--- config.mk ---
export PLATFORM = sky130hd
export DESIGN_NAME = skew_delay
export DESIGN_NICKNAME = d
export VERILOG_FILES = /design/src/source/skew_delay.sv
export SDC_FILE = /design/constraint.sdc
export NUM_CORES = 1
export LEC_CHECK = 0
export BUFFER_PORTS_ARGS = -buffer_cell sky130_fd_sc_hd__buf_4
export CELL_PAD_IN_SITES_DETAIL_PLACEMENT = 1
export CELL_PAD_IN_SITES_GLOBAL_PLACEMENT = 2
export CORE_MARGIN = 1
export CORE_UTILIZATION = 34
export CTS_BUF_LIST = sky130_fd_sc_hd__clkbuf_8
export DETAILED_ROUTE_END_ITERATION = 10
export MAX_ROUTING_LAYER = met4
export PLACE_DENSITY = 0.93
export SLEW_MARGIN = 5
export SYNTH_ARGS = -nofsm -noshare
export SYNTH_HDL_FRONTEND = slang
export SYNTH_SLANG_ARGS = --single-unit
export TNS_END_PERCENT = 5
--- constraint.sdc ---
create_clock -name clk -period 2.11 [get_ports clk]
set_clock_uncertainty 0.15 [all_clocks]
set_input_delay 0.5275 -clock clk [delete_from_list [all_inputs] [get_ports clk]]
set_output_delay 0.5275 -clock clk [all_outputs]
set_load 0.01 [all_outputs]
--- src/source/skew_delay.sv ---
module skew_delay #(
  parameter int LANES   = 4,
  parameter int WIDTH   = 16,
  parameter bit REVERSE = 1'b0
) (
  input  logic                        clk,
  input  logic                        rst_n,
  input  logic [LANES-1:0][WIDTH-1:0] in_vec,
  output logic [LANES-1:0][WIDTH-1:0] out_vec
);

  for (genvar k = 0; k < LANES; k++) begin : g_lane
    localparam int DLY = REVERSE ? LANES - 1 - k : k;

    if (DLY == 0) begin : g_thru
      assign out_vec[k] = in_vec[k];
    end else begin : g_dly
      logic [DLY-1:0][WIDTH-1:0] stage;

      always_ff @(posedge clk or negedge rst_n) begin
        if (!rst_n) begin
          stage <= '0;
        end else begin
          stage[0] <= in_vec[k];
          for (int s = 1; s < DLY; s++)
            stage[s] <= stage[s-1];
        end
      end

      assign out_vec[k] = stage[DLY-1];
    end
  end

endmodule

==> summary by stage <==
Power
The power density relative to cell area is 912.3 mW/mm^2. The cell leakage power is 0.001717 uW. The worst-case IR drop observed on VDD is 0.4742 mV. Summing internal, switching and leakage power gives 3199 uW.

CTS
The clock insertion delay at the later pin of the skew report is 340 ps. The post-cts repair resize count is 0. The clock buffer count from CTS is 9. The post-CTS repair timing setup buffer count is 0.

No sink is reached through more buffers than the 2 on the longest clock path. CTS built an H-tree with a depth of 3. The count of clock tree sinks is 96. Clock-pin slew was measured on the worst setup and hold paths at approximately 90 ps. TritonCTS built the clock tree.

Buffers inserted to repair hold after CTS numbered 1. The root buffer selected by CTS is clkbuf_8.

GRT
The via count of the first global-routing pass was 1374. The wire length of the first global-routing pass is just under 7 mm. The largest net degree at the start of global routing is 30.

Across every metal layer, demand over resource in global routing totals 11.64%. The total overflow left after global routing is 0. The number of antenna violations at the first check in global routing is 0.

Worst setup path
In this run the critical register-to-register path is captured at out_vec[47]. The category of the worst setup path launch point is a flop. The cell family with the largest share of critical-path delay is flip-flops. Counting both buffers and inverters, the worst setup path holds a total of 1. STA puts the critical path data arrival time at 860 ps. The worst reg2reg path startpoint is g_lane[2].g_dly.stage[15]. For this run, the slowest stage of the critical path takes 380 ps. The kind of end point of the critical path is an output pin. The logic depth of the worst register-to-register path is 0. In this run the worst setup path terminates at out_vec[21]. The critical-path maximum fanout is 1. The slowest stage of the critical path is the dfrtp_1 cell. Across all register-to-register paths, the minimum setup slack is 1450 ps. The critical path goes through buf_4. The most critical setup path has its startpoint at g_lane[1].g_dly.stage[5]. In this run the number of cells on the critical path is 1.

Data on the critical path is required at its endpoint by 1430 ps. The critical path class is reg -> out.

Synthesis
Of the total synthesized cell area, the portion taken by AND, OR, NAND and NOR gates is 0%. The most common cell in the netlist is dfrtp_1. The post-synthesis cell count is approximately 140. Each instance of the synthesized netlist takes up on average 19.19 sq um. In the synthesized netlist the dominant register cell turns out to be dfrtp_1. The flip-flop and latch count after synthesis is 96. The share of the Yosys chip area taken by registers is slightly below 90%. After synthesis, the most frequently instantiated cells are 96 x dfrtp_1, 48 x buf_4. The total nets after synthesis is 210. Of all cell types, the one taking the most synthesized area is dfrtp_1.

The count of different cell masters after synthesis is 2. The share of synthesized area in the top cell type comes to approximately 87%. Yosys mapped a number of flops with a built-in enable equal to 0. The total number of yosys warnings is 0. After synthesis, the largest family of logic cells by area is buffers and inverters. The post-synthesis compound-gate area fraction is 0%. In the synthesized netlist the async set-or-reset flop fraction comes to 100.0%. By area the synthesized netlist is led by dfrtp_1 87%, buf_4 13%.

Summing the areas of all fa, ha and maj instances in the mapped netlist gives 0% of the synthesized area. The share of the synthesized netlist area taken by xor and xnor gates is 0%. The multiplexer fraction of the synthesized cell area is 0%. The area of the mapped netlist is 0.002763 sq mm.

Route
The number of remaining DRC errors is 0. For this block, the via count after detailed routing is about 1200. The count of nets left with antenna violations after detail routing is 0. The via density per instance is between 3 and 4. The initial DRC count is 32. For this block, wires on met1 add up to ~1.5 mm. In the detailed route, the total length drawn on met3 is around 300 microns. Detailed routing placed a total of 2.402 mm of wire on met2. The highest metal layer with signal wires is met4.

The first detailed-routing pass ran for 4 iterations. The average wire per cell in the routed design is 13.65 microns. The total length of routed wires is about 4.3 mm.

Floorplanning
The I/O pin count is 130. The die covers 0.008490 sq mm. The die is 92.14 microns tall. In this run the standard cell core region covers 0.007807 sq mm. The number of rows created at floorplan is 32. The initial core utilization is 35.38%.

In this run the horizontal extent of the chip is 92.14 microns.

Layout
0 antenna diodes ended up in the layout. The share of final-layout standard cells stronger than drive strength 1 is 53.95%. After routing the design area is 0.003506 sq mm. The layout-stage area growth over the synthesis result is 26.90%. The multi-input combinational cell count is 0. The net count of the finished layout is 276. At the end of the flow the core is filled with cells to 44.90%. The multi-input combinational cell area is 0 sq um.

Timing
The accumulated negative setup slack is 0 ps. The max-slew violation count is 0. The actual slew at the worst max-slew pin is between 300 and 400 ps. The total count of hold-check failures in the final report is 0. The part of the cycle the worst path needs is 73.00%.

Setup violations remaining at the end of the flow were counted as 0. The normalized max-slew margin is 73.84%. Timing would allow up to 649.2 MHz. Setup repair after global routing left no endpoint under its margin. The shortest period the worst path allows is ~1500 ps.

Placement
The total placed instance area is 0.003321 sq mm. The routability congestion estimate from global placement is just over 0.6. After legalization and detailed placement, the total HPWL measured 3.243 mm.

The number of buffers added on ports is 97.

Worst hold path
The worst hold path depth is 1. The tightest min-delay check is of the in -> reg type.

Run status
The run finished with clean final reports.

Flow run
The number of max-cap violations is 0.
-- per-layer routing --
metal	vias up	GRT usage, %
met2	66	18.78
met4	0	5.599
met5	-	-
met3	13	4.975
li1	520	-
met1	616	12.32
-- per-stage QoR --
step                      hold WS (ps)  setup slack (ps)  instances
after global routing             105.6             518.7        317
after global placement           181.3             904.8        300
after detailed placement         185.6             904.8        300
after CTS                        117.9             535.1        317
final                            137.8             569.6        317
after floorplan                  81.91             785.9        144
-- power breakdown --
part           switching, uW  internal [uW]
clock                    572            454
combinational           92.5            125
sequential              24.8           1930
-- state kept, by name (all words and copies together), names as in the netlist --
signal / count
out_vec: 32
g_lane.g_dly.stage: 64
-- layout by cell type (no fill, tap or decap), drive strengths merged --
master,count
buf,102
dfrtp,96
clkinvlp,1
inv,2
dlygate4sd3,1
clkinv,3
clkbuf,10
-- cell type report --
cell class,instances,area (sq um)
Fill cell,786,4302
Tap cell,102,127.6
Clock buffer,10,137.6
Timing Repair Buffer,103,800.8
Clock inverter,6,37.54
Sequential cell,96,2402
-- logic make-up (layout without fill, tap and decap cells) --
logic type	after synthesis	count (layout)
flops	96	96
buf+inv	48	119
-- how the worst min path moves through the flow --
stage                                         start                       end  slack [ps]
after floorplan                               rst_n  g_lane[1].g_dly.stage[0]          80
after global placement    g_lane[3].g_dly.stage[22]               out_vec[54]         180
after detailed placement  g_lane[3].g_dly.stage[22]               out_vec[54]         190
after CTS                                in_vec[55]  g_lane[3].g_dly.stage[7]         120
after global routing                     in_vec[23]  g_lane[1].g_dly.stage[7]         110
final                                    in_vec[20]  g_lane[1].g_dly.stage[4]         140
(Power assumes the default switching activity.)
