[config.mk]
export PLATFORM = sky130hd
export DESIGN_NAME = ofmap_drain
export DESIGN_NICKNAME = d
export VERILOG_FILES = /design/src/source/conv_pkg.sv /design/src/source/ofmap_drain.sv
export VERILOG_INCLUDE_DIRS = /design/src /design/src/source
export SDC_FILE = /design/constraint.sdc
export NUM_CORES = 1
export LEC_CHECK = 0
export BUFFER_PORTS_ARGS = -buffer_cell sky130_fd_sc_hd__buf_2
export CELL_PAD_IN_SITES_DETAIL_PLACEMENT = 1
export CELL_PAD_IN_SITES_GLOBAL_PLACEMENT = 1
export CORE_AREA = 8 8 197 199
export DETAILED_ROUTE_END_ITERATION = 6
export DIE_AREA = 0 0 205 207
export PLACE_DENSITY = 0.94
export SKIP_CTS_REPAIR_TIMING = 1
export SYNTH_ARGS = -nofsm -noshare
export SYNTH_HDL_FRONTEND = slang
export SYNTH_SLANG_ARGS = --single-unit
[constraint.sdc]
create_clock -name clk -period 6.9 [get_ports clk]
set_input_delay 0.69 -clock clk [delete_from_list [all_inputs] [get_ports clk]]
set_output_delay 0.69 -clock clk [all_outputs]
set_load 0.05 [all_outputs]
[src/source/conv_params.svh]
`ifndef CONV_PARAMS_SVH
`define CONV_PARAMS_SVH

// square array, rows are input channels and columns output channels
`define CONV_ARRAY_DIM 4

`define CONV_IFMAP_W 16
`define CONV_WEIGHT_W 16

// output sums and output words share one width
`define CONV_OFMAP_W 32

// result vectors the drain can hold
`define CONV_FIFO_DEPTH 4

`endif

[src/source/conv_pkg.sv]
`include "conv_params.svh"

package conv_pkg;

  typedef logic signed [`CONV_IFMAP_W-1:0]  ifmap_t;
  typedef logic signed [`CONV_WEIGHT_W-1:0] weight_t;
  typedef logic signed [`CONV_OFMAP_W-1:0]  ofmap_t;

  typedef ifmap_t [`CONV_ARRAY_DIM-1:0] ifmap_vec_t;  // lane = input channel
  typedef ofmap_t [`CONV_ARRAY_DIM-1:0] ofmap_vec_t;  // lane = output channel

  typedef enum logic [1:0] {
    w_empty,
    w_loading,
    w_ready
  } wload_state_e;

endpackage

[src/source/ofmap_drain.sv]
`include "conv_params.svh"

module ofmap_drain (
  input  logic                 clk,
  input  logic                 rst_n,
  input  logic                 result_vld,
  input  conv_pkg::ofmap_vec_t result_vec,
  input  logic                 issue,
  output logic                 credit_ok,
  output conv_pkg::ofmap_t     ofmap_dat,
  output logic                 ofmap_vld,
  input  logic                 ofmap_rdy
);

  localparam int D     = `CONV_ARRAY_DIM;
  localparam int DEPTH = `CONV_FIFO_DEPTH;
  localparam int PW    = (DEPTH > 1) ? $clog2(DEPTH) : 1;
  localparam int CW    = $clog2(DEPTH + 1);

  conv_pkg::ofmap_vec_t mem [DEPTH];
  logic [PW-1:0]        wr_ptr;
  logic [PW-1:0]        rd_ptr;
  logic [CW-1:0]        fill;     // vectors held
  logic [CW-1:0]        credits;  // in flight plus held
  logic [$clog2(D)-1:0] word;
  logic                 xfer;
  logic                 last_word;

  assign ofmap_vld = (fill != '0);
  assign ofmap_dat = mem[rd_ptr][word];
  assign xfer      = ofmap_vld & ofmap_rdy;
  assign last_word = xfer && (word == D - 1);
  assign credit_ok = (credits < CW'(DEPTH));

  always_ff @(posedge clk) begin
    if (result_vld)
      mem[wr_ptr] <= result_vec;
  end

  always_ff @(posedge clk or negedge rst_n) begin
    if (!rst_n) begin
      wr_ptr  <= '0;
      rd_ptr  <= '0;
      fill    <= '0;
      credits <= '0;
      word    <= '0;
    end else begin
      if (result_vld)
        wr_ptr <= (wr_ptr == PW'(DEPTH - 1)) ? '0 : wr_ptr + 1'b1;
      if (xfer)
        word <= (word == D - 1) ? '0 : word + 1'b1;  // channel 0 first
      if (last_word)
        rd_ptr <= (rd_ptr == PW'(DEPTH - 1)) ? '0 : rd_ptr + 1'b1;
      fill    <= fill + CW'(result_vld) - CW'(last_word);
      credits <= credits + CW'(issue) - CW'(last_word);
    end
  end

  // credits must keep the FIFO from overflowing
  a_no_overflow: assert property (@(posedge clk) disable iff (!rst_n)
    result_vld |-> (fill != CW'(DEPTH)));

  a_hold_stalled: assert property (@(posedge clk) disable iff (!rst_n)
    ofmap_vld && !ofmap_rdy |=> ofmap_vld && $stable(ofmap_dat));

endmodule

==> impl_metrics.env <==
export IMPL_fin_crit_ns=3.99
export IMPL_layout_drive_gt1_share_pct=36.1
export IMPL_syn_num_nets=987
export IMPL_drc_errors=0
export IMPL_cp_start_kind="register"
export IMPL_rsz0062_at_grt="no"
export IMPL_pin_count=167
export IMPL_design_area_sq_um=22600
export IMPL_arrival_ns=3.30
export IMPL_clockBufferDepth=3
export IMPL_firstDrtPassIters=5
export IMPL_nets=1175
export IMPL_grt_max_degree=72
export IMPL_p_leak_nw=7.60
export IMPL_die_h_microns=207
export IMPL_cts_num_sinks=524
export IMPL_synth_seq_area_share_pct=79.3
export IMPL_ys_types=21
export IMPL_clock_skew_ns=0.0126
export IMPL_vdd_ir_drop_max_mv=0.608
export IMPL_gp_congestion=0.688
export IMPL_htreeDepth=2
export IMPL_synth_warning_count=0
export IMPL_slew_violations=0
export IMPL_insertion_delay_ns=0.57
export IMPL_synth_ff_latch_count=524
export IMPL_grt_pass1_wl_microns=64700
export IMPL_tns_ns=0
export IMPL_rows=70
export IMPL_dieWidth_microns=205
export IMPL_final_common_cell="edfxtp_1"
export IMPL_path_class="reg -> out"
export IMPL_antenna_found_initial=10
export IMPL_grt_use_total_pct=20.2
export IMPL_routed_wl_microns=43100
export IMPL_cts_tree="built"
export IMPL_core_sq_um=35900
export IMPL_avgRoutedWirePerCell_microns=28.1
export IMPL_place_area_sq_um=21100
export IMPL_via_per_inst=6.06
export IMPL_syn_avg_cell_area_sq_um=23.5
export IMPL_area_delta_synth_final_pct=14.5
export IMPL_clkSlewWorstSetupHoldPaths_ns=0.06
export IMPL_power_density_nw_per_um2=452
export IMPL_maxCapViolations=0
export IMPL_min_path_type="in -> reg"
export IMPL_end_kind="output pin"
export IMPL_setup_violations=0
export IMPL_worstPathRequired_ns=6.21
export IMPL_initial_core_util_pct=55.1
export IMPL_grt_remaining_overflow=0
export IMPL_status="completed"
export IMPL_hold_viol_final=0
export IMPL_grt_pass1_vias=10400
export IMPL_vias=9301
export IMPL_port_buffers=166
export IMPL_syn_instance_count=842
export IMPL_path_max_fanout=33
export IMPL_max_slew_margin_rel_pct=22.3
export IMPL_post_route_period_util_pct=57.8
export IMPL_dieArea_sq_um=42400
export IMPL_max_freq_mhz=251
export IMPL_worstMarginPinSlew_ns=1.17
export IMPL_netlist_area_sq_um=19800
export IMPL_postRouteAntennaNets=0
export IMPL_hold_ws_ns=0.336
export IMPL_drt_iter0_drc=547
export IMPL_dp_hpwl_microns=25500
export IMPL_cts_made_buffers=51
export IMPL_cts_root_buf="clkbuf_16"
export IMPL_final_cell_mix="512 x edfxtp_1, 166 x buf_2, 128 x mux4_2, 64 x a22oi_1, 52 x clkbuf_16"
## cell families after synthesis
kind of cell	share of synthesized area (%)
flops	79.3
simple gates	1.02
mux	14.8
compound gates	2.48
buf+inv	1.40
xor+xnor	0.177
fa+ha+maj	0.835
## final timing paths
| check | startpoint | to | slack, ns | depth (start not counted) |
|---|---|---|---|---|
| min in group asynchronous | rst_n | credits[2] | 0.55 | 2 |
| min | result_vec[102] | mem[1][102] | 0.34 | 1 |
| max reg2reg | wr_ptr[0] | mem[2][111] | 4.03 | 4 |
| min reg2reg | credits[2] | credits[2] | 0.52 | 1 |
| max | rd_ptr[0] | ofmap_dat[13] | 2.91 | 5 |
| max in group asynchronous | rst_n | rd_ptr[0] | 6.11 | 2 |
## report_power, final
group          leakage (nW)  internal [mW]  switching (mW)
combinational          2.01           1.21            2.14
sequential             4.84           4.10           0.234
clock                 0.744           1.45            1.11
total                  7.60           6.75            3.48
## synth_stat cells
cell | count | area (sq um)
edfxtp_1 | 512 | 15400
nand2_1 | 35 | 131
buf_4 | 6 | 45.0
mux2_2 | 4 | 45.0
fa_1 | 2 | 40.0
buf_1 | 2 | 7.51
xnor2_1 | 4 | 35.0
mux4_2 | 128 | 2880
a22oi_1 | 64 | 480
ha_1 | 10 | 125
nand3_1 | 1 | 5.00
nor2b_1 | 2 | 12.5
or3_1 | 1 | 6.26
dfrtp_1 | 12 | 300
and2_1 | 5 | 31.3
buf_2 | 5 | 25.0
nor2_1 | 4 | 15.0
clkbuf_1 | 26 | 97.6
buf_6 | 5 | 56.3
inv_1 | 12 | 45.0
o21ai_0 | 2 | 10.0
## through the flow
stage / worst slack (ns) / total power [mW] / cells / utilization [%]
4_1_cts: 2.81 / 10.4 / 1531 / 63.0
5_1_grt: 2.68 / 10.7 / 1533 / 63.0
6_report: 2.91 / 10.2 / 1536 / 63.0
3_3_place_gp: 3.46 / 7.63 / 1444 / 58.8
3_5_place_dp: 3.43 / 7.80 / 1444 / 58.8
2_1_floorplan: 2.78 / 6.89 / 842 / -
## layer usage
layer | GRT usage, % | up-vias | part of all wire (%) | routed length [microns]
li1 | - | 3953 | - | -
met5 | 0 | - | 0.19 | 82
met2 | 34.8 | 309 | 53 | 22900
met4 | 4.88 | 12 | 1.6 | 711
met3 | 4.63 | 69 | 6.5 | 2790
met1 | 25.7 | 4958 | 39 | 16600
## registers in the layout (all words and copies together) (netlist names)
signal,cells
credits,3
word,2
wr_ptr,2
fill,3
mem,512
rd_ptr,2
## cell type report
cell class                 count  area (sq um)
multi-input combinational    262          3850
clock buffer                  63          1340
tap                          468           586
clock inverter                24           174
inverter                      12          45.0
fill                        2944         13300
sequential                   524         15700
timing repair buffer         179           943
antenna                        4          10.0
## worst max-delay path, cell delays in order (launching register included)
cell	delay (ns)
dfrtp_4	0.85
buf_4	0.61
mux4_2	0.59
a22oi_1	0.29
nand2_1	0.09
buf_2	0.23
Note: power is estimated with default switching activity, not from simulation.
