## src/source/conv_params.svh

```systemverilog
`ifndef CONV_PARAMS_SVH
`define CONV_PARAMS_SVH

// square array, rows are input channels and columns output channels
`define CONV_ARRAY_DIM 4

`define CONV_IFMAP_W 16
`define CONV_WEIGHT_W 16

// output sums and output words share one width
`define CONV_OFMAP_W 32

// result vectors the drain can hold
`define CONV_FIFO_DEPTH 4

`endif

```

## src/source/conv_pkg.sv

```systemverilog
`include "conv_params.svh"

package conv_pkg;

  typedef logic signed [`CONV_IFMAP_W-1:0]  ifmap_t;
  typedef logic signed [`CONV_WEIGHT_W-1:0] weight_t;
  typedef logic signed [`CONV_OFMAP_W-1:0]  ofmap_t;

  typedef ifmap_t [`CONV_ARRAY_DIM-1:0] ifmap_vec_t;  // lane = input channel
  typedef ofmap_t [`CONV_ARRAY_DIM-1:0] ofmap_vec_t;  // lane = output channel

  typedef enum logic [1:0] {
    w_empty,
    w_loading,
    w_ready
  } wload_state_e;

endpackage

```

## src/source/weight_loader.sv

```systemverilog
`include "conv_params.svh"

module weight_loader (
  input  logic                                    clk,
  input  logic                                    rst_n,
  input  conv_pkg::weight_t                       weights_dat,
  input  logic                                    weights_vld,
  output logic                                    weights_rdy,
  input  logic                                    array_busy,
  output logic                                    row_shift,
  output conv_pkg::weight_t [`CONV_ARRAY_DIM-1:0] row_vec,
  output logic                                    weights_loaded
);

  localparam int D = `CONV_ARRAY_DIM;

  conv_pkg::wload_state_e state;
  logic [$clog2(D)-1:0]   col;  // word within the row
  logic [$clog2(D)-1:0]   row;  // rows already taken
  logic                   accept;

  assign weights_rdy    = !array_busy;
  assign accept         = weights_vld & weights_rdy;
  assign weights_loaded = (state == conv_pkg::w_ready);

  always_ff @(posedge clk or negedge rst_n) begin
    if (!rst_n) begin
      state     <= conv_pkg::w_empty;
      col       <= '0;
      row       <= '0;
      row_shift <= 1'b0;
    end else begin
      row_shift <= accept && (col == D - 1);
      if (accept) begin
        col <= (col == D - 1) ? '0 : col + 1'b1;
        if (col == D - 1)
          row <= (row == D - 1) ? '0 : row + 1'b1;
        if (col == D - 1 && row == D - 1)
          state <= conv_pkg::w_ready;
        else
          state <= conv_pkg::w_loading;  // first word drops weights_loaded
      end
    end
  end

  always_ff @(posedge clk) begin
    if (accept)
      row_vec[col] <= weights_dat;
  end

  // weights never move under a vector still in the pipeline
  a_shift_idle: assert property (@(posedge clk) disable iff (!rst_n)
    row_shift |-> !array_busy);

endmodule

```

## config.mk

```make
export PLATFORM = sky130hd
export DESIGN_NAME = weight_loader
export DESIGN_NICKNAME = d
export VERILOG_FILES = /design/src/source/conv_pkg.sv /design/src/source/weight_loader.sv
export VERILOG_INCLUDE_DIRS = /design/src /design/src/source
export SDC_FILE = /design/constraint.sdc
export NUM_CORES = 1
export LEC_CHECK = 0
export BUFFER_PORTS_ARGS = -buffer_cell sky130_fd_sc_hd__buf_2
export CORE_MARGIN = 2
export CORE_UTILIZATION = 30
export DETAILED_ROUTE_END_ITERATION = 6
export HOLD_SLACK_MARGIN = 0.12
export SYNTH_ARGS = -nofsm -noshare
export SYNTH_HDL_FRONTEND = slang
export SYNTH_SLANG_ARGS = --single-unit
```

## constraint.sdc

```tcl
create_clock -name clk -period 1.7 [get_ports clk]
set_input_delay 0.425 -clock clk [delete_from_list [all_inputs] [get_ports clk]]
set_output_delay 0.425 -clock clk [all_outputs]
set_load 0.05 [all_outputs]
```

==> flow_metrics.env, run 1 <==
export IMPL_holdWs_ns=0.302
export IMPL_layout_commonest_cell="buf_2"
export IMPL_finalWirelength_um=4560
export IMPL_finalCriticalPeriod_ns=1.52
export IMPL_viasPerCell=4.02
export IMPL_p_sw_uw=1380
export IMPL_ir_drop_mv=0.753
export IMPL_cp_slowest_cell="dfrtp_1"
export IMPL_hold_class="in2reg"
export IMPL_seq_area_frac_synth_pct=90.5
export IMPL_critPathLaunchType="register"
export IMPL_path_cells="inv_1 -> nor2_1 -> buf_2"
export IMPL_arrival_ns=1.09
export IMPL_die_area_um2=8440
export IMPL_grt_max_degree=17
export IMPL_critical_path_max_fanout=2
export IMPL_rows=32
export IMPL_slew_viol_final=0
export IMPL_root_buffer="clkbuf_8"
export IMPL_ys_seq_elements=71
export IMPL_cts_made_buffers=9
export IMPL_crit_type="reg2out"
export IMPL_io_buffer_count=86
export IMPL_drive_gt1_share_pct=55.4
export IMPL_layout_common_cells="86 x buf_2, 64 x edfxtp_1, 9 x clkbuf_8, 7 x dfrtp_1"
export IMPL_cts_tree="done"
export IMPL_crit_buf_inv=2
export IMPL_max_slew_margin_pct=71.6
export IMPL_grt_pass1_vias=1265
export IMPL_clock_fmax_ghz=0.660
export IMPL_synth_area_um2=2320
export IMPL_slowest_delay_ns=0.33
export IMPL_ant_nets=0
export IMPL_rsz0062_at_grt="no"
export IMPL_postCtsSetupBuffers=0
export IMPL_antenna_found_initial=0
export IMPL_drt_initial_drc_count=54
export IMPL_fin_skew_ns=0.00735
export IMPL_grt_pass1_wl_um=6780
export IMPL_pre_cts_ws_ns=0.0355
export IMPL_p_leak_uw=0.00124
export IMPL_cpLargestDelayFamily="flip-flops"
export IMPL_fin_crit_sh_pct=89.1
export IMPL_drtPass1Iterations=3
export IMPL_cp_end_kind="primary output"
export IMPL_postSynthCellCount=96
export IMPL_total_power_uw=4260
export IMPL_gr_usage_all_layers_pct=11.4
export IMPL_power_density_nw_per_um2=1380
export IMPL_timing_rr_start="col[0]"
export IMPL_insertedDiodeCount=0
export IMPL_dp_hpwl_um=3190
export IMPL_path_clk_slew_ns=0.08
export IMPL_clockBufferDepth=2
export IMPL_finalHoldViolations=0
export IMPL_synth_area_per_cell_um2=24.1
export IMPL_combPwrFrac_pct=21.5
export IMPL_ios=87
export IMPL_drt_drc_violations_left=0
export IMPL_setup_viol_count_final=0
export IMPL_cap_viol_max_count=0
export IMPL_core_um2=7610
export IMPL_fin_nets=224
export IMPL_final_setup_tns_ns=0
export IMPL_die_w_um=91.9
export IMPL_min_from="weights_dat[14]"
export IMPL_outcome="finished, final reports clean"
export IMPL_fillers=729
export IMPL_crit_start="state[1]"
export IMPL_switching_share_pct=32.3
export IMPL_die_y_um=91.9
export IMPL_vias=1231
export IMPL_seqPwrFrac_pct=51.8
export IMPL_yosys_cell_types_count=13
export IMPL_cts_htree_levels=3
export IMPL_worst_pin_slew_ns=0.426
export IMPL_final_setup_worst_slack_ns=0.185
export IMPL_p_clk_share_pct=26.8
export IMPL_clk_latency_ns=0.34
export IMPL_grt_overflow_total=0
export IMPL_worstPathRequired_ns=1.27
export IMPL_syn_to_final_growth_pct=33.7
export IMPL_wl_per_cell_um=14.9
export IMPL_ys_warn_count=0
export IMPL_place_gp_congestion=0.713
export IMPL_p_int_uw=2890
export IMPL_cts_sinks=71
export IMPL_start_util_pct=30.4
export IMPL_synth_nets=121
-- power groups by stage --
stage	registers [µW]	clock network [µW]	logic, µW
after floorplan	2660	0	231
after global routing	2230	1280	985
after global placement	2250	0	900
final	2210	1140	914
after CTS	2210	1200	929
after detailed placement	2240	0	918
-- repair_timing --
item	CTS	global route
endpoints found under the hold margin	7	0
hold buffers	1	0
resized for setup	0	0
-- per-stage QoR --
stage / utilization [%] / cells / area, µm²
2_1_floorplan: - / 96 / 2320
3_3_place_gp: 38.3 / 289 / 2910
3_5_place_dp: 38.3 / 289 / 2910
4_1_cts: 40.7 / 306 / 3100
5_1_grt: 40.7 / 306 / 3100
6_report: 40.7 / 306 / 3100
-- cell type report --
class	instances	area [µm²]	area share, %
sequential	71	2100	67.7
timing repair buffer	92	478	15.4
clock buffer	9	124	4.00
multi-input combinational	20	200	6.47
tap	102	128	4.12
inverter	5	18.8	0.606
clock inverter	7	50.0	1.62
-- Yosys cell counts --
library cell	instances	area (µm²)
nand3b_4	1	20.0
ha_1	5	62.6
and2_2	3	22.5
nand4b_1	1	8.76
o21ai_0	1	5.00
o21a_1	1	7.51
edfxtp_1	64	1920
dfrtp_1	7	175
inv_1	5	18.8
and2b_4	1	10.0
mux2_4	2	30.0
mux2_1	2	22.5
nor2_1	3	11.3
-- cell families after synthesis --
kind of cell / share of synthesized area [%]
AOI/OAI and AO/OA: 0.540
buffers and inverters: 0.810
adders and majority gates: 2.70
and+or+nand+nor: 3.13
DFF: 90.5
muxes: 2.27
-- sequential cells by signal, indices dropped and copies added, names as in the netlist --
signal	count
col	2
row_vec	64
row	2
row_shift	1
state	2
-- path summary, 6_finish.rpt --
| kind | endpoint | slack (ns) | depth (start not counted) |
|---|---|---|---|
| worst max-delay path | weights_loaded | 0.18 | 3 |
| worst min-delay path | row_vec[62] | 0.30 | 1 |
| worst max register to register | row_vec[32] | 0.26 | 3 |
| worst min register to register | state[0] | 0.50 | 1 |
| max in group asynchronous | col[0] | 1.09 | 2 |
| min in group asynchronous | row[1] | 0.45 | 2 |
-- metal layers --
metal	share of wire, %	global-route usage [%]
met1	44	13.8
met2	48	17.3
met3	6.7	5.26
met4	1.0	5.60
met5	0	0
No activity file was read; power rests on OpenSTA's default activity.
==> run 2: changes to the inputs <==
--- a/config.mk
+++ b/config.mk
@@ -16 +16,2 @@
 export SYNTH_SLANG_ARGS = --single-unit
+export TNS_END_PERCENT = 1
==> constraint.sdc (replaced) <==
create_clock -name clk -period 1.7 [get_ports clk]
set_input_delay 0.17 -clock clk [delete_from_list [all_inputs] [get_ports clk]]
set_output_delay 0.17 -clock clk [all_outputs]
set_load 0.05 [all_outputs]
==> run 2 against run 1 <==
- total power up 3.5%
- clock skew shrank 0.00064 ns
- combinational power increased by 2.6%
- setup slack improved by 0.026 ns
- largest cell class unchanged
- non-clock buffer count rose by 16
- critical path depth increased by 1
- core utilization rose by 2.3 points
- first-iteration DRC count fell by 33%
==> flow_metrics.env, run 2 (synthesized netlist as in run 1, its figures left out) <==
export IMPL_core_um2=7610
export IMPL_hold_class="in2async"
export IMPL_drive_gt1_share_pct=50.5
export IMPL_syn_to_final_growth_pct=41.2
export IMPL_rows=32
export IMPL_slew_viol_final=0
export IMPL_drt_drc_violations_left=0
export IMPL_cts_sinks=71
export IMPL_critical_path_max_fanout=6
export IMPL_grt_overflow_total=0
export IMPL_cts_tree="done"
export IMPL_worst_r2r_path_depth=4
export IMPL_ir_drop_mv=0.529
export IMPL_p_sw_uw=1320
export IMPL_outcome="finished, final reports clean"
export IMPL_max_slew_margin_pct=69.2
export IMPL_start_util_pct=30.4
export IMPL_finalHoldViolations=0
export IMPL_arrival_ns=1.54
export IMPL_die_y_um=91.9
export IMPL_fin_area_um2=3270
export IMPL_grt_pass1_wl_um=6860
export IMPL_placed_cell_area_um2=2910
export IMPL_rsz0062_at_grt="no"
export IMPL_cap_viol_max_count=0
export IMPL_total_power_uw=4410
export IMPL_insertedDiodeCount=0
export IMPL_timing_rr_start="col[0]"
export IMPL_cp_end_kind="register"
export IMPL_crit_path_end="row_vec[59]"
export IMPL_ff2ff_setup_slack_ns=0.21
export IMPL_postCtsSetupBuffers=0
export IMPL_cts_made_buffers=9
export IMPL_worstPathRequired_ns=1.75
export IMPL_largest_register_ffs=64
export IMPL_root_buffer="clkbuf_8"
export IMPL_combPwrFrac_pct=21.3
export IMPL_clockBufferDepth=2
export IMPL_layout_common_cells="86 x buf_2, 64 x edfxtp_1, 17 x dlygate4sd3_1, 10 x clkbuf_8, 7 x dfrtp_1"
export IMPL_path_clk_slew_ns=0.07
export IMPL_io_buffer_count=86
export IMPL_vias=1280
export IMPL_seqPwrFrac_pct=50.0
export IMPL_gr_usage_all_layers_pct=11.5
export IMPL_wl_per_cell_um=14.3
export IMPL_regMostFlops="row_vec"
export IMPL_dp_hpwl_um=3110
export IMPL_fillers=712
export IMPL_fin_crit_sh_pct=87.6
export IMPL_ios=87
export IMPL_finalWirelength_um=4590
export IMPL_multi_input_area_um2=200
export IMPL_grt_pass1_vias=1352
export IMPL_cts_htree_levels=3
export IMPL_antenna_found_initial=0
export IMPL_layout_area_seq_um2=2100
export IMPL_finalCriticalPeriod_ns=1.49
export IMPL_postCtsHoldBufs=17
export IMPL_switching_share_pct=30.0
export IMPL_crit_start="col[0]"
export IMPL_cts_resized=0
export IMPL_r2r_end="row_vec[59]"
export IMPL_clock_fmax_ghz=0.671
export IMPL_final_setup_tns_ns=0
export IMPL_worst_pin_slew_ns=0.462
export IMPL_p_clk_share_pct=28.7
export IMPL_viasPerCell=3.98
export IMPL_p_int_uw=3090
export IMPL_layout_commonest_cell="buf_2"
export IMPL_crit_type="reg2reg"
export IMPL_p_leak_uw=0.00134
export IMPL_post_route_util_pct=43.0
export IMPL_place_gp_congestion=0.701
export IMPL_grt_max_degree=17
export IMPL_drt_initial_drc_count=36
export IMPL_clk_latency_ns=0.33
export IMPL_critPathLaunchType="register"
export IMPL_setup_viol_count_final=0
export IMPL_fin_skew_ns=0.00671
export IMPL_drtPass1Iterations=4
export IMPL_holdWs_ns=0.201
export IMPL_fin_nets=240
export IMPL_power_density_nw_per_um2=1350
export IMPL_die_w_um=91.9
export IMPL_die_area_um2=8440
export IMPL_ant_nets=0
[run 2: final cells by class]
cell class,count,share of cell area (%)
flip-flops and latches,71,64.1
repair buffers,108,19.5
multi-input cells,20,6.12
clock buffers,11,4.32
well taps,102,3.90
clock inverters,5,1.45
inverters,5,0.574
[run 2: metal layers]
metal	GRT usage [%]	vias to the layer above	routed length (µm)
li1	-	600	-
met1	13.2	615	1970
met2	17.7	54	2160
met3	5.09	11	341
met4	6.72	0	113
met5	0	-	0
[run 2: per-stage QoR]
step	std cells	setup slack (ns)
2_1_floorplan	96	0.270
5_1_grt	322	0.0703
3_3_place_gp	289	0.229
6_report	322	0.210
3_5_place_dp	289	0.204
4_1_cts	322	0.188
[run 2: worst min-delay path by stage]
stage | end | startpoint | slack (ns) | depth (start not counted)
4_1_cts | col[0] | rst_n | 0.17 | 2
6_report | row[1] | rst_n | 0.20 | 2
2_1_floorplan | col[0] | rst_n | -0.13 | 0
3_5_place_dp | row_shift | rst_n | 0.01 | 1
3_3_place_gp | row_shift | rst_n | 0.02 | 1
5_1_grt | row[0] | rst_n | 0.20 | 2
[run 2: power by group through the flow]
stage	Clock, µW	Combinational (µW)	Sequential (µW)
floorplan	0	231	2660
global placement	0	899	2240
detailed placement	0	921	2250
CTS	1310	952	2210
global route	1370	1010	2230
finish	1260	938	2210
[run 2: critical path, stage by stage, from the launching register on]
cell and delay (ns):
dfrtp_1 0.41, ha_1 0.27, nand3b_4 0.11, inv_1 0.22, buf_4 0.20
