[src/source/conv_params.svh]
`ifndef CONV_PARAMS_SVH
`define CONV_PARAMS_SVH

// square array, rows are input channels and columns output channels
`define CONV_ARRAY_DIM 4

`define CONV_IFMAP_W 16
`define CONV_WEIGHT_W 16

// output sums and output words share one width
`define CONV_OFMAP_W 32

// result vectors the drain can hold
`define CONV_FIFO_DEPTH 4

`endif

[src/source/conv_pkg.sv]
`include "conv_params.svh"

package conv_pkg;

  typedef logic signed [`CONV_IFMAP_W-1:0]  ifmap_t;
  typedef logic signed [`CONV_WEIGHT_W-1:0] weight_t;
  typedef logic signed [`CONV_OFMAP_W-1:0]  ofmap_t;

  typedef ifmap_t [`CONV_ARRAY_DIM-1:0] ifmap_vec_t;  // lane = input channel
  typedef ofmap_t [`CONV_ARRAY_DIM-1:0] ofmap_vec_t;  // lane = output channel

  typedef enum logic [1:0] {
    w_empty,
    w_loading,
    w_ready
  } wload_state_e;

endpackage

[src/source/ifmap_packer.sv]
`include "conv_params.svh"

module ifmap_packer (
  input  logic                 clk,
  input  logic                 rst_n,
  input  conv_pkg::ifmap_t     ifmap_dat,
  input  logic                 ifmap_vld,
  output logic                 ifmap_rdy,
  input  logic                 weights_loaded,
  input  logic                 credit_ok,
  output logic                 issue,
  output conv_pkg::ifmap_vec_t issue_vec
);

  localparam int D = `CONV_ARRAY_DIM;

  logic [$clog2(D)-1:0] lane;
  logic                 accept;

  assign ifmap_rdy = weights_loaded & credit_ok;
  assign accept    = ifmap_vld & ifmap_rdy;

  always_ff @(posedge clk or negedge rst_n) begin
    if (!rst_n) begin
      lane  <= '0;
      issue <= 1'b0;
    end else begin
      issue <= accept && (lane == D - 1);  // vector complete
      if (accept)
        lane <= (lane == D - 1) ? '0 : lane + 1'b1;
    end
  end

  // lanes fill in place, whole vector stays put through the issue cycle
  always_ff @(posedge clk) begin
    if (accept)
      issue_vec[lane] <= ifmap_dat;
  end

  // weight set still in place when the vector enters the array
  a_issue_loaded: assert property (@(posedge clk) disable iff (!rst_n)
    issue |-> weights_loaded);

endmodule

[config.mk]
export PLATFORM = sky130hd
export DESIGN_NAME = ifmap_packer
export DESIGN_NICKNAME = d
export VERILOG_FILES = /design/src/source/conv_pkg.sv /design/src/source/ifmap_packer.sv
export VERILOG_INCLUDE_DIRS = /design/src /design/src/source
export SDC_FILE = /design/constraint.sdc
export NUM_CORES = 1
export LEC_CHECK = 0
export BUFFER_PORTS_ARGS = -buffer_cell sky130_fd_sc_hd__buf_2
export CORE_MARGIN = 2
export CORE_UTILIZATION = 40
export CTS_CLUSTER_SIZE = 28
export DETAILED_ROUTE_END_ITERATION = 16
export GPL_TIMING_DRIVEN = 0
export PLACE_DENSITY = 0.79
export SETUP_SLACK_MARGIN = 0.05
export SYNTH_ARGS = -nofsm -noshare
export SYNTH_HDL_FRONTEND = slang
export SYNTH_SLANG_ARGS = --single-unit
export TNS_END_PERCENT = 100
[constraint.sdc]
create_clock -name clk -period 2.99 [get_ports clk]
set_input_delay 0.299 -clock clk [delete_from_list [all_inputs] [get_ports clk]]
set_output_delay 0.299 -clock clk [all_outputs]
set_load 0.02 [all_outputs]
==> results.json, run 1 <==
{
  "status": "complete, no violations",
  "grt_overflow": 0,
  "ctsResizeCount": 0,
  "via_per_inst": 4.25,
  "p_switching_mw": 0.443,
  "multi_input_area_sq_um": 133,
  "antenna_left": 0,
  "pwr-share-clk": 0.340,
  "synth_top_cell_area_share": 0.899,
  "path_class": "reg2reg",
  "finalSetupTns_ns": 0,
  "synth_seq_area_share": 0.934,
  "max_freq_mhz": 691,
  "routedWlPerCell_microns": 14.1,
  "io_buffers": 86,
  "rsz0062_at_grt": "false",
  "dp_hpwl_microns": 2370,
  "comb_power_share": 0.099,
  "drc": 0,
  "relSlewSlack": 0.691,
  "grt_pass1_wl_microns": 5440,
  "ys_seq_elements": 67,
  "setup_viol": 0,
  "worstMarginPinSlew_ns": 0.464,
  "die_h_microns": 77.1,
  "cp.arrival_ns": 1.41,
  "final_max_slew_viol_count": 0,
  "core_sq_um": 5140,
  "seq_power_share": 0.561,
  "synthToLayoutAreaGrowth_pct": 33.0,
  "gp_congestion": 0.676,
  "synth_top_area_cell": "edfxtp_1",
  "clock_latency_ns": 0.32,
  "peakVddDrop_mv": 0.369,
  "rows": 26,
  "clk_path_buf_depth": 2,
  "syn_nets": 107,
  "start_kind": "flip-flop",
  "die_area_sq_um": 5940,
  "cts_tree": "built",
  "cts_hold_buf": 1,
  "nNetsFinal": 205,
  "fillCellCount": 423,
  "first_global_vias": 1123,
  "n_antenna_cell": 0,
  "io_pins": 87,
  "synth_cells": 82,
  "total_power_mw": 1.99,
  "cts_buffers": 9,
  "start_util": 0.416,
  "netlist_area_sq_um": 2140,
  "skew_ns": 0.0133,
  "yosys-top-cells-area": "edfxtp_1 (90%), dfrtp_1 (3.5%), ha_1 (2.3%)",
  "cts_sinks": 67,
  "clkTransAtPathRegs_ns": 0.07,
  "synth_cell_type_count": 8,
  "worstPathRequired_ns": 2.95,
  "cts_setup_buffers": 0,
  "layout_common_cells": "buf_2 (86), edfxtp_1 (64), clkbuf_8 (9)",
  "p_sw_frac": 0.223,
  "avgSynthCellArea_sq_um": 26.1,
  "dr.first_iter.drc_count": 39,
  "power_density_nw_per_um2": 700,
  "yosys_warnings": 0,
  "dr.pass1.iters": 2,
  "finalHoldViolCount": 0,
  "regArea_sq_um": 2000,
  "period_needed_ns": 1.45,
  "track_usage": 0.128,
  "grt_start_max_net_pins": 18,
  "mostFrequentLayoutCell": "buf_2",
  "critical_path.max_fanout": 16,
  "holdCritPathClass": "in2reg",
  "cap_violations": 0,
  "ctsHtreeMaxLevel": 3,
  "antenna_found_initial": 0,
  "drive_gt1_frac": 0.568,
  "min_period_over_period": 0.484,
  "p_leak_nw": 1.13,
  "wirelength_microns": 3590,
  "end_kind": "flip-flop",
  "intPower_mw": 1.55,
  "cts_root_buf": "clkbuf_8",
  "die_w_microns": 77.1,
  "vias": 1083
}
-- metal layers --
layer,vias to the layer above,global-route usage,wire [microns]
met5,-,0,0
li1,514,-,-
met3,3,0.0459,262
met1,515,0.137,1450
met4,0,0.0643,23
met2,51,0.221,1860
-- sequential cells by signal (all words and copies together) (netlist names) --
register	flops
issue	1
issue_vec	64
lane	2
-- synth_stat cells, drive strengths merged --
library cell	instances
edfxtp	64
and2	5
ha	4
dfrtp	3
inv	2
mux2	2
and3	1
nor2	1
-- critical path: stages (launching register included) --
cell and delay (ns):
dfrtp_1 0.42, inv_1 0.10, ha_1 0.14, and2_2 0.43
-- power by group through the flow --
stage / combinational (mW) / clock, mW / sequential (mW)
after global routing: 0.220 / 0.736 / 1.12
after floorplan: 0.0724 / 0 / 1.18
final: 0.197 / 0.678 / 1.12
after CTS: 0.203 / 0.696 / 1.12
after detailed placement: 0.200 / 0 / 1.14
after global placement: 0.191 / 0 / 1.13
-- final timing paths --
kind	startpoint	endpoint	slack (ns)	depth (start not counted)
min in group asynchronous	rst_n	lane[1]$_DFFE_PN0P_	0.28	2
hold / removal	ifmap_dat[12]	issue_vec[12]$_DFFE_PP_	0.18	1
setup / recovery	lane[0]$_DFFE_PN0P_	issue_vec[0]$_DFFE_PP_	1.54	3
max in group asynchronous	rst_n	issue$_DFF_PN0_	2.59	2
setup reg to reg	lane[0]$_DFFE_PN0P_	issue_vec[0]$_DFFE_PP_	1.54	3
hold reg to reg	lane[1]$_DFFE_PN0P_	lane[1]$_DFFE_PN0P_	0.60	1
-- stage by stage --
stage          utilization  cells  setup WS, ns  hold WS (ns)  instance area [sq um]
2_1_floorplan            -     82          1.75       0.00341                   2140
3_3_place_gp         0.517    238          1.55        0.0991                   2660
3_5_place_dp         0.517    238          1.51         0.101                   2660
4_1_cts              0.553    255          1.50         0.167                   2840
5_1_grt              0.553    255          1.43         0.171                   2840
6_report             0.553    255          1.54         0.183                   2840
-- kinds of logic (layout without fill, tap and decap cells) --
kind of cell,after synthesis,after routing,synth area share
DFF,67,67,0.934
and+or+nand+nor,7,7,0.0246
adders and majority gates,4,4,0.0234
muxes,2,2,0.0141
buffers and inverters,2,105,0.00351
-- final cells by class --
cell class,count,area share
clock buffers,13,0.0489
clock inverters,3,0.0136
inverters,2,0.00264
multi-input cells,13,0.0467
flip-flops and latches,67,0.702
well taps,70,0.0308
repair buffers,87,0.155
Power figures use the tool's default switching activity.
==> inputs of run 2 (changes only) <==
Clock period 2.99 ns to 1.45 ns, I/O delays scaled along.
==> run 2 against run 1 <==
  * First-iteration DRC count shrank 7.7%
  * Sequential share of layout area shrank 0.12 points
  * Clock-buffer cell count unchanged
  * Critical path depth unchanged
  * Design area rose by 0.18%
  * Via count shrank 0.37%
  * Routed wire length fell by 0.11%
  * Largest power group unchanged
==> results.json, run 2 (synthesized netlist as in run 1, its figures left out) <==
{
  "final_max_slew_viol_count": 0,
  "grt_pass1_wl_microns": 5420,
  "via_per_inst": 4.23,
  "rsz0062_at_grt": "false",
  "worstPathRequired_ns": 1.44,
  "clkTransAtPathRegs_ns": 0.07,
  "dr.pass1.iters": 3,
  "vias": 1079,
  "largest_reg_flops": 64,
  "rows": 26,
  "p_leak_nw": 1.13,
  "worstMarginPinSlew_ns": 0.264,
  "reg.largest.list": "issue_vec: 64 flops, lane: 2 flops, issue: 1 flops",
  "final_util": 0.554,
  "die_area_sq_um": 5940,
  "place_area_sq_um": 2660,
  "layout_common_cells": "buf_2 (86), edfxtp_1 (64), clkbuf_8 (9)",
  "fillCellCount": 421,
  "peakVddDrop_mv": 0.754,
  "start_kind": "flip-flop",
  "cap_violations": 0,
  "cts_tree": "built",
  "total_power_mw": 4.11,
  "skew_ns": 0.0136,
  "first_global_vias": 1118,
  "critical_path.max_fanout": 16,
  "cts_setup_buffers": 0,
  "clock_latency_ns": 0.32,
  "antenna_left": 0,
  "die_h_microns": 77.1,
  "antenna_found_initial": 0,
  "period_needed_ns": 1.30,
  "regMostFlops": "issue_vec",
  "grt_overflow": 0,
  "drive_gt1_frac": 0.568,
  "holdCritPathClass": "in2reg",
  "cp.arrival_ns": 1.30,
  "setup_viol": 0,
  "nNetsFinal": 205,
  "max_freq_mhz": 767,
  "gp_congestion": 0.676,
  "dp_hpwl_microns": 2370,
  "min_period_over_period": 0.900,
  "io_buffers": 86,
  "relSlewSlack": 0.824,
  "cts_sinks": 67,
  "drc": 0,
  "core_sq_um": 5140,
  "cts_root_buf": "clkbuf_8",
  "dp_cells": 238,
  "dr.first_iter.drc_count": 36,
  "cts_buffers": 9,
  "synthToLayoutAreaGrowth_pct": 33.3,
  "path_class": "reg2reg",
  "ctsHtreeMaxLevel": 3,
  "start_util": 0.416,
  "status": "complete, no violations",
  "power_density_nw_per_um2": 1440,
  "mostFrequentLayoutCell": "buf_2",
  "n_antenna_cell": 0,
  "io_pins": 87,
  "grt_start_max_net_pins": 18,
  "clk_path_buf_depth": 2,
  "track_usage": 0.127,
  "finalHoldViolCount": 0,
  "stdcell_count": 255,
  "fin_area_sq_um": 2850,
  "routedWlPerCell_microns": 14.1,
  "die_w_microns": 77.1,
  "end_kind": "flip-flop",
  "wirelength_microns": 3590
}
run 2: where the power goes:
group / switching [mW] / internal (mW)
Combinational: 0.261 / 0.159
Sequential: 0.0506 / 2.25
Clock: 0.603 / 0.789
Total: 0.915 / 3.20
run 2: area by class of cell:
cell class | instances | area [sq um] | area share
tap | 70 | 87.6 | 0.0308
multi-input combinational | 13 | 138 | 0.0483
timing repair buffer | 87 | 440 | 0.155
inverter | 2 | 7.51 | 0.00264
sequential | 67 | 2000 | 0.701
clock inverter | 3 | 38.8 | 0.0136
clock buffer | 13 | 139 | 0.0488
run 2: worst max-delay path, cell delays in order, from the launching register on:
cell and delay, ns:
dfrtp_1 0.42, inv_1 0.10, ha_1 0.15, and2_4 0.30
run 2: what timing repair did:
item / CTS / global route
hold buffers: 1 / 0
gates resized for setup: 4 / 0
setup endpoints to repair: 64 / 0
endpoints found under the hold margin: 3 / 0
run 2: per-stage QoR:
stage	hold WS, ns	setup TNS [ns]	setup slack [ns]
2_1_floorplan	-0.151	0	0.211
3_3_place_gp	-0.0549	0	0.0287
3_5_place_dp	-0.0532	-0.884	-0.0300
4_1_cts	0.0129	0	0.126
5_1_grt	0.0170	0	0.0668
6_report	0.0285	0	0.146
run 2: path summary, 6_finish.rpt:
check	start	to	slack, ns	cells after the start
min reg2reg	lane[1]$_DFFE_PN0P_	lane[1]$_DFFE_PN0P_	0.60	1
min in group asynchronous	rst_n	lane[1]$_DFFE_PN0P_	0.13	2
max in group asynchronous	rst_n	issue$_DFF_PN0_	1.20	2
min	ifmap_dat[12]	issue_vec[12]$_DFFE_PP_	0.03	1
max	lane[0]$_DFFE_PN0P_	issue_vec[0]$_DFFE_PP_	0.15	3
max reg2reg	lane[0]$_DFFE_PN0P_	issue_vec[0]$_DFFE_PP_	0.15	3
run 2: layer usage:
layer | routed length [microns] | track usage | up-vias
li1 | - | - | 512
met1 | 1430 | 0.136 | 513
met2 | 1870 | 0.222 | 51
met3 | 262 | 0.0459 | 3
met4 | 23 | 0.0643 | 0
met5 | 0 | 0 | -
==> inputs of run 3 (changes only) <==
Settings changed: CORE_MARGIN 2 to 5, MAX_ROUTING_LAYER set to met4.
==> run 3 against run 2 <==
  * Sequential power hardly changed
  * Fmax down 0.20%
  * Via count rose by 1.9%
  * Hold slack lost 0.0028 ns
  * Clock power rose by 14%
  * Die area up 16%
  * Register-to-register slack about the same
  * Flip-flop and latch count unchanged
  * Critical path depth unchanged
  * Sequential share of layout area is 0.70 points lower
==> results.json, run 3 (synthesized netlist as in run 1, its figures left out) <==
{
  "max_freq_mhz": 765,
  "worstMarginPinSlew_ns": 0.268,
  "grt_start_max_net_pins": 18,
  "grt-busiest-layer": "met2",
  "peakVddDrop_mv": 0.693,
  "cts_sinks": 67,
  "p_switching_mw": 0.954,
  "gp_congestion": 0.660,
  "nNetsFinal": 205,
  "grt_pass1_wl_microns": 6370,
  "antenna_left": 0,
  "finalHoldViolCount": 0,
  "start_kind": "flip-flop",
  "final_util": 0.560,
  "pwr-share-clk": 0.367,
  "intPower_mw": 3.36,
  "fin_area_sq_um": 2880,
  "critical_path.max_fanout": 16,
  "endpoint": "issue_vec[2]$_DFFE_PP_",
  "final_max_slew_viol_count": 0,
  "vias": 1100,
  "clkTransAtPathRegs_ns": 0.07,
  "cts_root_buf": "clkbuf_8",
  "fillCellCount": 429,
  "largest_reg_flops": 64,
  "place_area_sq_um": 2660,
  "grt_overflow": 0,
  "worstPathRequired_ns": 1.46,
  "cap_violations": 0,
  "seq_power_share": 0.535,
  "stdcell_count": 255,
  "dr.pass1.iters": 3,
  "end_kind": "flip-flop",
  "skew_ns": 0.00705,
  "routedWlPerCell_microns": 15.4,
  "cts_buffers": 9,
  "holdCritPathClass": "in2reg",
  "cp.arrival_ns": 1.31,
  "rows": 26,
  "core_sq_um": 5140,
  "reg.largest.list": "issue_vec: 64 flops, lane: 2 flops, issue: 1 flops",
  "io_buffers": 86,
  "cts_setup_buffers": 0,
  "drc": 0,
  "globalRouteMet3Util": 0.0564,
  "min_period_over_period": 0.901,
  "p_sw_frac": 0.221,
  "antenna_found_initial": 0,
  "dp_cells": 238,
  "die_h_microns": 83.1,
  "relSlewSlack": 0.822,
  "ctsHtreeMaxLevel": 3,
  "comb_power_share": 0.098,
  "die_w_microns": 83.1,
  "start_util": 0.416,
  "layout_common_cells": "buf_2 (86), edfxtp_1 (64), clkbuf_8 (9)",
  "setup_viol": 0,
  "drive_gt1_frac": 0.584,
  "wirelength_microns": 3930,
  "dr.first_iter.drc_count": 42,
  "power_density_nw_per_um2": 1500,
  "p_leak_nw": 1.15,
  "fin_hold_ws_ns": 0.0258,
  "track_usage": 0.128,
  "io_pins": 87,
  "r2r_cells": 3,
  "cts_tree": "built",
  "period_needed_ns": 1.31,
  "mostFrequentLayoutCell": "buf_2",
  "path_class": "reg2reg",
  "r2r-start": "lane[0]$_DFFE_PN0P_",
  "synthToLayoutAreaGrowth_pct": 34.6,
  "die_area_sq_um": 6900,
  "via_per_inst": 4.31,
  "regMostFlops": "issue_vec",
  "regToRegEndpoint": "issue_vec[2]$_DFFE_PP_",
  "grtUsageMet1": 0.132,
  "rsz0062_at_grt": "false",
  "clock_latency_ns": 0.33,
  "status": "complete, no violations",
  "rrSetupSlack_ns": 0.14,
  "grt_util_met2": 0.202,
  "clk_path_buf_depth": 2,
  "finalSetupTns_ns": 0,
  "n_antenna_cell": 0,
  "startpoint": "lane[0]$_DFFE_PN0P_",
  "first_global_vias": 1196,
  "dp_hpwl_microns": 2680
}
run 3: final cells by class:
class,instances,area (sq um),share of cell area
Multi-Input combinational cell,13,138,0.0478
Sequential cell,67,2000,0.694
Tap cell,70,87.6,0.0304
Timing Repair Buffer,87,440,0.153
Clock inverter,7,82.6,0.0287
Clock buffer,9,124,0.0431
Inverter,2,7.51,0.00261
run 3: worst min-delay path by stage:
stage                             start                 endpoint  slack, ns  cells after the start
after detailed placement          rst_n          issue$_DFF_PN0_      -0.05                      1
after global routing       ifmap_dat[0]  issue_vec[16]$_DFFE_PP_      0.005                      1
after CTS                  ifmap_dat[0]  issue_vec[16]$_DFFE_PP_       0.01                      1
final                     ifmap_dat[14]  issue_vec[62]$_DFFE_PP_       0.03                      1
after floorplan                   rst_n          issue$_DFF_PN0_      -0.15                      0
after global placement            rst_n          issue$_DFF_PN0_      -0.05                      1
run 3: metrics by stage:
stage / power (mW) / worst slack (ns)
2_1_floorplan: 2.59 / 0.211
3_3_place_gp: 2.74 / 0.0277
3_5_place_dp: 2.77 / -0.0189
4_1_cts: 4.36 / 0.137
5_1_grt: 4.52 / 0.0908
6_report: 4.31 / 0.143
run 3: what timing repair did:
| item | CTS | global route |
|---|---|---|
| hold buffers | 1 | 0 |
| gates resized for setup | 4 | 0 |
| endpoints found under the setup margin | 64 | 0 |
| hold endpoints to repair | 3 | 0 |
run 3: per-layer routing:
layer / part of all wire / vias to the layer above
li1: - / 517
met2: 0.50 / 58
met5: 0 / -
met3: 0.090 / 8
met1: 0.39 / 517
met4: 0.017 / 0
run 3: critical path, stage by stage (launching register included):
cell	delay, ns
dfrtp_1	0.44
inv_1	0.11
ha_1	0.14
and2_4	0.30
run 3: power groups by stage:
stage / Combinational [mW] / Sequential, mW / Clock, mW
finish: 0.423 / 2.31 / 1.58
global route: 0.464 / 2.32 / 1.74
CTS: 0.435 / 2.31 / 1.62
detailed placement: 0.419 / 2.35 / 0
global placement: 0.395 / 2.34 / 0
floorplan: 0.149 / 2.44 / 0
